[config.mk]
export PLATFORM = sky130hd
export DESIGN_NAME = l1_data_cache
export DESIGN_NICKNAME = d
export VERILOG_FILES = /design/src/verilog/l1_cache_ctrl_pkg.sv /design/src/verilog/l1_cache_bus_pkg.sv /design/src/verilog/l1_data_cache.sv /design/src/verilog/l1_data_cache_counter.sv /design/src/verilog/l1_data_cache_ctrl.sv /design/src/verilog/l1_data_cache_refill_timer.sv /design/src/verilog/l1_data_cache_store.sv
export VERILOG_INCLUDE_DIRS = /design/src /design/src/verilog
export SDC_FILE = /design/constraint.sdc
export NUM_CORES = 2
export LEC_CHECK = 0
export BUFFER_PORTS_ARGS = -buffer_cell sky130_fd_sc_hd__clkbuf_2
export CORE_MARGIN = 2
export CORE_UTILIZATION = 55
export CTS_CLUSTER_DIAMETER = 150
export CTS_CLUSTER_SIZE = 10
export DETAILED_ROUTE_END_ITERATION = 16
export PLACE_DENSITY = 0.71
export SLEW_MARGIN = 20
export SYNTH_ARGS = -nofsm -noshare
export SYNTH_HDL_FRONTEND = slang
export SYNTH_SLANG_ARGS = --single-unit
[constraint.sdc]
create_clock -name iCLOCK -period 10.7 [get_ports iCLOCK]
set_clock_uncertainty 0.1 [all_clocks]
set_input_delay 0.535 -clock iCLOCK [delete_from_list [all_inputs] [get_ports iCLOCK]]
set_output_delay 0.535 -clock iCLOCK [all_outputs]
set_load 0.02 [all_outputs]
[src/verilog/l1_data_cache_defs.svh]
`ifndef L1_DATA_CACHE_DEFS_SVH
`define L1_DATA_CACHE_DEFS_SVH

// ============================================================
// address and data widths
// ============================================================
`define L1D_ADDR_W 16
`define L1D_DATA_W 32

// line geometry, tag is what is left of the address.
`define L1D_INDEX_W 4
`define L1D_OFFSET_W 2
`define L1D_TAG_W 10

// ============================================================
// hit window
// ============================================================
`define L1D_WINDOW 100
`define L1D_GROUP 10
`define L1D_COUNT_W 7

`endif

[src/verilog/l1_cache_ctrl_pkg.sv]
`default_nettype none

package l1_cache_ctrl_pkg;

	// ============================================================
	// controller states
	// ============================================================
	typedef enum logic [2:0] {
		IDLE,
		LOOKUP,
		REFILL,
		WRITE_WAIT,
		RESPOND
	} l1d_state_t;

	// ============================================================
	// request opcodes
	// ============================================================
	typedef enum logic {
		OP_LOAD,
		OP_STORE
	} l1d_op_t;

endpackage

`default_nettype wire

[src/verilog/l1_cache_bus_pkg.sv]
`default_nettype none

`include "l1_data_cache_defs.svh"

package l1_cache_bus_pkg;

	import l1_cache_ctrl_pkg::*;

	// processor request.
	typedef struct packed {
		l1d_op_t op;
		logic [`L1D_ADDR_W-1:0] addr;
		logic [`L1D_DATA_W-1:0] wdata;
	} l1d_req_t;

	// processor response, loads only.
	typedef struct packed {
		logic [`L1D_DATA_W-1:0] rdata;
		logic hit;
	} l1d_resp_t;

	// memory request, refills use a line-aligned address.
	typedef struct packed {
		logic write;
		logic [`L1D_ADDR_W-1:0] addr;
		logic [`L1D_DATA_W-1:0] wdata;
	} l1d_mem_req_t;

endpackage

`default_nettype wire

[src/verilog/l1_data_cache.sv]
`timescale 1ns/100ps
`default_nettype none

`include "l1_data_cache_defs.svh"

module l1_data_cache
	import l1_cache_bus_pkg::*;
(
	input wire iCLOCK,
	input wire inRESET,
	input wire iREQ_VALID,
	input wire l1d_req_t iREQ,
	output logic oBUSY,
	output logic oRESP_VALID,
	output l1d_resp_t oRESP,
	output logic oMEM_REQ_VALID,
	output l1d_mem_req_t oMEM_REQ,
	input wire iMEM_VALID,
	input wire [`L1D_DATA_W-1:0] iMEM_DATA,
	output logic [`L1D_COUNT_W-1:0] oINFO_COUNT
);

	logic lookup;
	l1d_req_t lookup_req;
	logic lookup_hit;
	logic [`L1D_DATA_W-1:0] lookup_data;
	logic fill_valid;
	logic [`L1D_DATA_W-1:0] fill_data;
	logic store_write;
	logic timer_start;
	logic [`L1D_OFFSET_W-1:0] beat_offset;
	logic beat_last;
	logic cache_valid;
	logic cache_hit;

	l1_data_cache_ctrl ctrl_inst (
		.iCLOCK(iCLOCK),
		.inRESET(inRESET),
		.iREQ_VALID(iREQ_VALID),
		.iREQ(iREQ),
		.iMEM_VALID(iMEM_VALID),
		.iMEM_DATA(iMEM_DATA),
		.iLOOKUP_HIT(lookup_hit),
		.iLOOKUP_DATA(lookup_data),
		.iBEAT_LAST(beat_last),
		.oBUSY(oBUSY),
		.oRESP_VALID(oRESP_VALID),
		.oRESP(oRESP),
		.oMEM_REQ_VALID(oMEM_REQ_VALID),
		.oMEM_REQ(oMEM_REQ),
		.oLOOKUP(lookup),
		.oLOOKUP_REQ(lookup_req),
		.oFILL_VALID(fill_valid),
		.oFILL_DATA(fill_data),
		.oSTORE_WRITE(store_write),
		.oTIMER_START(timer_start),
		.oCACHE_VALID(cache_valid),
		.oCACHE_HIT(cache_hit)
	);

	// beats are counted only while a refill is forwarded.
	l1_data_cache_refill_timer timer_inst (
		.iCLOCK(iCLOCK),
		.inRESET(inRESET),
		.iSTART(timer_start),
		.iBEAT(fill_valid),
		.oOFFSET(beat_offset),
		.oLAST(beat_last)
	);

	l1_data_cache_store store_inst (
		.iCLOCK(iCLOCK),
		.inRESET(inRESET),
		.iLOOKUP(lookup),
		.iREQ(lookup_req),
		.iFILL_VALID(fill_valid),
		.iFILL_DATA(fill_data),
		.iFILL_OFFSET(beat_offset),
		.iFILL_LAST(beat_last),
		.iSTORE_WRITE(store_write),
		.oHIT(lookup_hit),
		.oDATA(lookup_data)
	);

	l1_data_cache_counter counter_inst (
		.iCLOCK(iCLOCK),
		.inRESET(inRESET),
		.iCACHE_VALID(cache_valid),
		.iCACHE_HIT(cache_hit),
		.oINFO_COUNT(oINFO_COUNT)
	);

endmodule

`default_nettype wire

[src/verilog/l1_data_cache_counter.sv]
`timescale 1ns/100ps
`default_nettype none

`include "l1_data_cache_defs.svh"

module l1_data_cache_counter (
	input wire iCLOCK,
	input wire inRESET,
	input wire iCACHE_VALID,
	input wire iCACHE_HIT,
	output logic [`L1D_COUNT_W-1:0] oINFO_COUNT
);

	localparam int GROUPS = `L1D_WINDOW / `L1D_GROUP;
	localparam int HALF = GROUPS / 2;

	logic [`L1D_WINDOW-1:0] history;
	logic [3:0] group_next [0:GROUPS-1];
	logic [3:0] group_q [0:GROUPS-1];
	logic [5:0] half_next [0:1];
	logic [5:0] half_q [0:1];
	logic [`L1D_COUNT_W-1:0] total_q;

	// ============================================================
	// hit history, newest flag in bit 0
	// ============================================================
	always_ff @(posedge iCLOCK or negedge inRESET) begin
		if (!inRESET) begin
			history <= '0;
		end else if (iCACHE_VALID) begin
			history <= {history[`L1D_WINDOW-2:0], iCACHE_HIT};
		end
	end

	// ============================================================
	// population count
	// ============================================================
	always_comb begin
		for (int g = 0; g < GROUPS; g++) begin
			group_next[g] = 4'd0;
			for (int b = 0; b < `L1D_GROUP; b++) begin
				group_next[g] = group_next[g] + {3'd0, history[g*`L1D_GROUP + b]};
			end
		end
	end

	// five groups per half.
	always_comb begin
		for (int h = 0; h < 2; h++) begin
			half_next[h] = 6'd0;
			for (int k = 0; k < HALF; k++) begin
				half_next[h] = half_next[h] + {2'd0, group_q[h*HALF + k]};
			end
		end
	end

	always_ff @(posedge iCLOCK or negedge inRESET) begin
		if (!inRESET) begin
			for (int g = 0; g < GROUPS; g++) begin
				group_q[g] <= 4'd0;
			end
			half_q[0] <= 6'd0;
			half_q[1] <= 6'd0;
			total_q <= '0;
		end else begin
			for (int g = 0; g < GROUPS; g++) begin
				group_q[g] <= group_next[g];
			end
			half_q[0] <= half_next[0];
			half_q[1] <= half_next[1];
			total_q <= {1'b0, half_q[0]} + {1'b0, half_q[1]};
		end
	end

	assign oINFO_COUNT = total_q;

endmodule

`default_nettype wire

[src/verilog/l1_data_cache_ctrl.sv]
`timescale 1ns/100ps
`default_nettype none

`include "l1_data_cache_defs.svh"

module l1_data_cache_ctrl
	import l1_cache_ctrl_pkg::*;
	import l1_cache_bus_pkg::*;
(
	input wire iCLOCK,
	input wire inRESET,
	input wire iREQ_VALID,
	input wire l1d_req_t iREQ,
	input wire iMEM_VALID,
	input wire [`L1D_DATA_W-1:0] iMEM_DATA,
	input wire iLOOKUP_HIT,
	input wire [`L1D_DATA_W-1:0] iLOOKUP_DATA,
	input wire iBEAT_LAST,
	output logic oBUSY,
	output logic oRESP_VALID,
	output l1d_resp_t oRESP,
	output logic oMEM_REQ_VALID,
	output l1d_mem_req_t oMEM_REQ,
	output logic oLOOKUP,
	output l1d_req_t oLOOKUP_REQ,
	output logic oFILL_VALID,
	output logic [`L1D_DATA_W-1:0] oFILL_DATA,
	output logic oSTORE_WRITE,
	output logic oTIMER_START,
	output logic oCACHE_VALID,
	output logic oCACHE_HIT
);

	l1d_state_t state;
	l1d_req_t req_q;
	logic lookup_done;
	logic resp_hit_q;
	logic mem_req_valid_q;
	l1d_mem_req_t mem_req_q;
	logic decide;

	// second lookup cycle, the registered hit flag is valid here.
	assign decide = (state == LOOKUP) && lookup_done;

	// ============================================================
	// sequencing
	// ============================================================
	always_ff @(posedge iCLOCK or negedge inRESET) begin
		if (!inRESET) begin
			state <= IDLE;
			lookup_done <= 1'b0;
			resp_hit_q <= 1'b0;
			mem_req_valid_q <= 1'b0;
		end else begin
			mem_req_valid_q <= 1'b0;
			case (state)
				IDLE: begin
					if (iREQ_VALID) begin
						lookup_done <= 1'b0;
						state <= LOOKUP;
					end
				end
				LOOKUP: begin
					if (!lookup_done) begin
						lookup_done <= 1'b1;
					end else begin
						resp_hit_q <= iLOOKUP_HIT;
						if (req_q.op == OP_STORE) begin
							mem_req_valid_q <= 1'b1;
							state <= WRITE_WAIT;
						end else if (iLOOKUP_HIT) begin
							state <= RESPOND;
						end else begin
							mem_req_valid_q <= 1'b1;
							state <= REFILL;
						end
					end
				end
				REFILL: begin
					if (iMEM_VALID && iBEAT_LAST) begin
						state <= RESPOND;
					end
				end
				WRITE_WAIT: begin
					// write acknowledge ends the store.
					if (iMEM_VALID) begin
						state <= IDLE;
					end
				end
				RESPOND: begin
					state <= IDLE;
				end
				default: begin
					state <= IDLE;
				end
			endcase
		end
	end

	// request and memory request payload.
	always_ff @(posedge iCLOCK) begin
		if ((state == IDLE) && iREQ_VALID) begin
			req_q <= iREQ;
		end
		if (decide) begin
			if (req_q.op == OP_STORE) begin
				mem_req_q <= '{write: 1'b1, addr: req_q.addr, wdata: req_q.wdata};
			end else begin
				mem_req_q.write <= 1'b0;
				mem_req_q.addr <= {req_q.addr[`L1D_ADDR_W-1:`L1D_OFFSET_W],
					{`L1D_OFFSET_W{1'b0}}};
				mem_req_q.wdata <= '0;
			end
		end
	end

	// ============================================================
	// outputs
	// ============================================================
	assign oBUSY = (state != IDLE);
	assign oRESP_VALID = (state == RESPOND);
	assign oRESP = '{rdata: iLOOKUP_DATA, hit: resp_hit_q};
	assign oMEM_REQ_VALID = mem_req_valid_q;
	assign oMEM_REQ = mem_req_q;

	assign oLOOKUP = (state == LOOKUP) && !lookup_done;
	assign oLOOKUP_REQ = req_q;
	assign oFILL_VALID = (state == REFILL) && iMEM_VALID;
	assign oFILL_DATA = iMEM_DATA;
	assign oSTORE_WRITE = decide && (req_q.op == OP_STORE) && iLOOKUP_HIT;
	assign oTIMER_START = decide && (req_q.op == OP_LOAD) && !iLOOKUP_HIT;

	// one report per request.
	assign oCACHE_VALID = decide;
	assign oCACHE_HIT = iLOOKUP_HIT;

endmodule

`default_nettype wire

[src/verilog/l1_data_cache_refill_timer.sv]
`timescale 1ns/100ps
`default_nettype none

`include "l1_data_cache_defs.svh"

module l1_data_cache_refill_timer (
	input wire iCLOCK,
	input wire inRESET,
	input wire iSTART,
	input wire iBEAT,
	output logic [`L1D_OFFSET_W-1:0] oOFFSET,
	output logic oLAST
);

	logic [`L1D_OFFSET_W-1:0] offset;

	// offset of the next beat, wraps to zero after the last one.
	always_ff @(posedge iCLOCK or negedge inRESET) begin
		if (!inRESET) begin
			offset <= '0;
		end else if (iSTART) begin
			offset <= '0;
		end else if (iBEAT) begin
			offset <= offset + 1'b1;
		end
	end

	assign oOFFSET = offset;

	// final word of the line.
	assign oLAST = &offset;

endmodule

`default_nettype wire

[src/verilog/l1_data_cache_store.sv]
`timescale 1ns/100ps
`default_nettype none

`include "l1_data_cache_defs.svh"

module l1_data_cache_store
	import l1_cache_bus_pkg::*;
(
	input wire iCLOCK,
	input wire inRESET,
	input wire iLOOKUP,
	input wire l1d_req_t iREQ,
	input wire iFILL_VALID,
	input wire [`L1D_DATA_W-1:0] iFILL_DATA,
	input wire [`L1D_OFFSET_W-1:0] iFILL_OFFSET,
	input wire iFILL_LAST,
	input wire iSTORE_WRITE,
	output logic oHIT,
	output logic [`L1D_DATA_W-1:0] oDATA
);

	localparam int LINES = 1 << `L1D_INDEX_W;
	localparam int WORDS = 1 << (`L1D_INDEX_W + `L1D_OFFSET_W);

	logic [LINES-1:0] valid;
	logic [`L1D_TAG_W-1:0] tag_mem [0:LINES-1];
	logic [`L1D_DATA_W-1:0] data_mem [0:WORDS-1];
	logic hit_q;
	logic [`L1D_DATA_W-1:0] data_q;

	logic [`L1D_TAG_W-1:0] req_tag;
	logic [`L1D_INDEX_W-1:0] req_index;
	logic [`L1D_OFFSET_W-1:0] req_offset;

	assign req_tag = iREQ.addr[`L1D_ADDR_W-1 -: `L1D_TAG_W];
	assign req_index = iREQ.addr[`L1D_OFFSET_W +: `L1D_INDEX_W];
	assign req_offset = iREQ.addr[`L1D_OFFSET_W-1:0];

	// ============================================================
	// valid bits and hit flag
	// ============================================================
	always_ff @(posedge iCLOCK or negedge inRESET) begin
		if (!inRESET) begin
			valid <= '0;
			hit_q <= 1'b0;
		end else begin
			if (iLOOKUP) begin
				hit_q <= valid[req_index] && (tag_mem[req_index] == req_tag);
			end
			// line becomes usable once the last word is in.
			if (iFILL_VALID && iFILL_LAST) begin
				valid[req_index] <= 1'b1;
			end
		end
	end

	// ============================================================
	// tag and data arrays
	// ============================================================
	always_ff @(posedge iCLOCK) begin
		if (iLOOKUP) begin
			data_q <= data_mem[{req_index, req_offset}];
		end
		if (iFILL_VALID) begin
			data_mem[{req_index, iFILL_OFFSET}] <= iFILL_DATA;
			// requested word goes straight to the read port.
			if (iFILL_OFFSET == req_offset) begin
				data_q <= iFILL_DATA;
			end
			if (iFILL_LAST) begin
				tag_mem[req_index] <= req_tag;
			end
		end
		if (iSTORE_WRITE) begin
			data_mem[{req_index, req_offset}] <= iREQ.wdata;
		end
	end

	assign oHIT = hit_q;
	assign oDATA = data_q;

endmodule

`default_nettype wire
==> run metrics <==
status finished, final reports clean; setup violators final 0; Area growth, synth to finish 13.6%; Reg2Reg Depth 8; pin count of the biggest net entering global routing 118; Post-synth EDFFs 2,306; DR vias between 40,000 and 50,000; pwr dens 231 nW/um^2; die width 428 um; hpwl dp 153,000 um; Synth async-reset ratio 7.24%; worst r2r src ctrl_inst.state[1]; routed vias/inst 6.57; RSZ-0062 raised after global routing no; sequential fraction of the synthesis area 75.3%; Avg Synthesized Cell Area 21.4 um^2; largest area contributor in the netlist edfxtp_1; # IOs 177; H-Tree Depth 5; floorplan core area 179,000 um^2; clk slew on worst S/H paths about 0.05 ns; post-CTS sizing 0; initial antenna violation count 27; port buffer count about 180; Comb pwr share 21.9%; Rows approximately 160; synthesis-stage register bit count between 2,000 and 3,000; Post-synth top cells edfxtp_1, mux4_2, nand2_1; Critical Path Source Type register; nets about 5,300; final period utilization 53.5%; Reg2Reg Setup Slack 4.98 ns; Clock Power Share about 34%; Top FF cell, synth edfxtp_1; CP Max Fanout 110; post-synthesis instance total around 4,600; switching part of the total power 28.7%; die area 184,000 um^2; Internal 0.0185 W; clock period minus worst slack 5.72 ns; worst hold slack 0.0519 ns; Max Cap Viol 0; total track usage 28.0%; Hold Path End store_inst.oDATA[5]; Setup TNS Final 0 ns; syn nets a little under 5,000; leak pwr between 30 and 40 nW; clock buffer depth 4; endpoint class of the critical path register; sequential share of power 44.0%; ANT nets after route 0; Die Y 428 um; 1st-iter DRT viols around 7,200; Num CTS Buffers 303; placed cell areas about 100,000 um^2; vias in the first global route 48,100; top-area cell type share of the netlist area a little over two thirds; Peak Freq 175 MHz; Placer Congestion 0.873; clock tree sinks 2,527; Starting Density a little under three fifths; Synth cell types 55; CTS tree built; DRT Pass-1 Iters 12; most frequent cell after synthesis edfxtp_1; hold_sp iMEM_DATA[5]; Hold Vio Cnt, Final 0; layout cells sized above 1 27.2%; R2R Path End store_inst.data_mem[32][10]; Data arrival, critical path 6.13 ns; hold crit path type input pin to register; Worst Tran Pin Value 1.15 ns; final WL 256,000 um; Relative slew margins approximately a quarter; later-pin clock latency in the skew report 0.94 ns; area of the mapped netlist just under 100,000 um^2; Max Slew Vio Count 0; Yosys warnings 0; critical path class register to register; synth top area cells edfxtp_1, mux4_2, dfrtp_1; root buf cell clkbuf_16; post-route DRC violation count 0; total global routing overflow 0; Switch Pwr 0.00748 W; CP required 11.10 ns; post-route cell area 113,000 um^2; WL per Instance 34.1 um; Hold Path Stages 4; Peak VDD IR 245 uV; first-pass GRT wire length 359,000 um
per-stage QoR:
step | setup WS, ns | total power, W | std cells | util [%]
after floorplan | 6.60 | 0.0150 | 4633 | -
after global placement | 5.03 | 0.0172 | 7022 | 57.8
after detailed placement | 5.04 | 0.0172 | 7023 | 57.8
after CTS | 5.05 | 0.0260 | 7496 | 62.8
after global routing | 4.70 | 0.0266 | 7509 | 63.0
final | 4.98 | 0.0260 | 7521 | 63.0
repair_timing:
item                                   CTS  global route
buffers inserted                         0             0
endpoints found under the hold margin  211             0
hold buffers                            82             0
metal layers:
metal  GRT usage, %  up-vias  wire, um
met3           7.14      537     30200
met5              0        -       115
met1           39.7    26100     95300
met4           11.5       12     12600
met2           41.9     3234    118000
li1               -    19500         -
final cells by class:
class / instances / area, um^2
Inverter: 177 / 669
Timing Repair Buffer: 351 / 2710
Sequential cell: 2527 / 74600
Tap cell: 2355 / 2950
Clock inverter: 8 / 92.6
Clock buffer: 383 / 8030
Fill cell: 11700 / 66100
Antenna cell: 13 / 32.5
Multi-Input combinational cell: 1707 / 23400
layout by cell type, fill, tap and decap left out, types with 77 or more instances in the layout:
master and count:
fa_1 79, clkbuf_2 175, edfxtp_1 2306, mux4_2 676, inv_1 175, nand2_1 226
o21ai_0 114, dfrtp_1 183, clkbuf_16 310, ha_1 77, dlygate4sd3_1 82
worst max-delay path, stage by stage, from the launching register on:
cell,delay [ns]
dfrtp_1,0.51
nor2_1,0.30
nand3_2,0.11
buf_4,0.34
inv_6,0.66
nand3_2,0.94
nor3_1,0.86
o21bai_4,0.50
nor2_4,0.97
how the worst max path moves through the flow:
| stage | slack, ns | start | to | cells past startpoint |
|---|---|---|---|---|
| floorplan | 6.60 | ctrl_inst.state[0] | register | 4 |
| global placement | 5.03 | ctrl_inst.state[1] | store_inst.data_mem[40][28] | 8 |
| detailed placement | 5.04 | ctrl_inst.state[1] | store_inst.data_mem[32][28] | 8 |
| CTS | 5.05 | ctrl_inst.state[1] | store_inst.data_mem[32][30] | 8 |
| global route | 4.70 | ctrl_inst.state[1] | store_inst.data_mem[32][10] | 8 |
| finish | 4.98 | ctrl_inst.state[1] | store_inst.data_mem[32][10] | 8 |
registers in the layout, summed over array words and instances, names as in the netlist, named ones only:
| signal | count |
|---|---|
| store_inst.data_mem | 2048 |
| store_inst.tag_mem | 160 |
| counter_inst.history | 100 |
| ctrl_inst.oLOOKUP_REQ | 49 |
| ctrl_inst.oMEM_REQ | 49 |
| counter_inst.group_q | 40 |
| store_inst.oDATA | 32 |
| store_inst.valid | 16 |
| counter_inst.half_q | 12 |
| counter_inst.oINFO_COUNT | 7 |
| ctrl_inst.state | 3 |
| timer_inst.oOFFSET | 2 |
| ctrl_inst.lookup_done | 1 |
| ctrl_inst.oMEM_REQ_VALID | 1 |
| store_inst.oHIT | 1 |
power by group through the flow:
stage	Sequential [W]	Clock, W	Combinational, W
4_1_cts	0.0115	0.00892	0.00563
6_report	0.0115	0.00885	0.00571
2_1_floorplan	0.0115	0	0.00345
3_3_place_gp	0.0116	0	0.00553
5_1_grt	0.0115	0.00930	0.00584
3_5_place_dp	0.0116	0	0.00558
kinds of logic after synthesis:
kind of cell               synth area share, %
AOI/OAI and AO/OA                         1.77
xor gates and xnor gates                 0.362
adders and majority gates                 2.57
buffers and inverters                     1.78
DFF                                       75.3
muxes                                     16.1
and+or+nand+nor                           2.08
(Power assumes the default switching activity.)
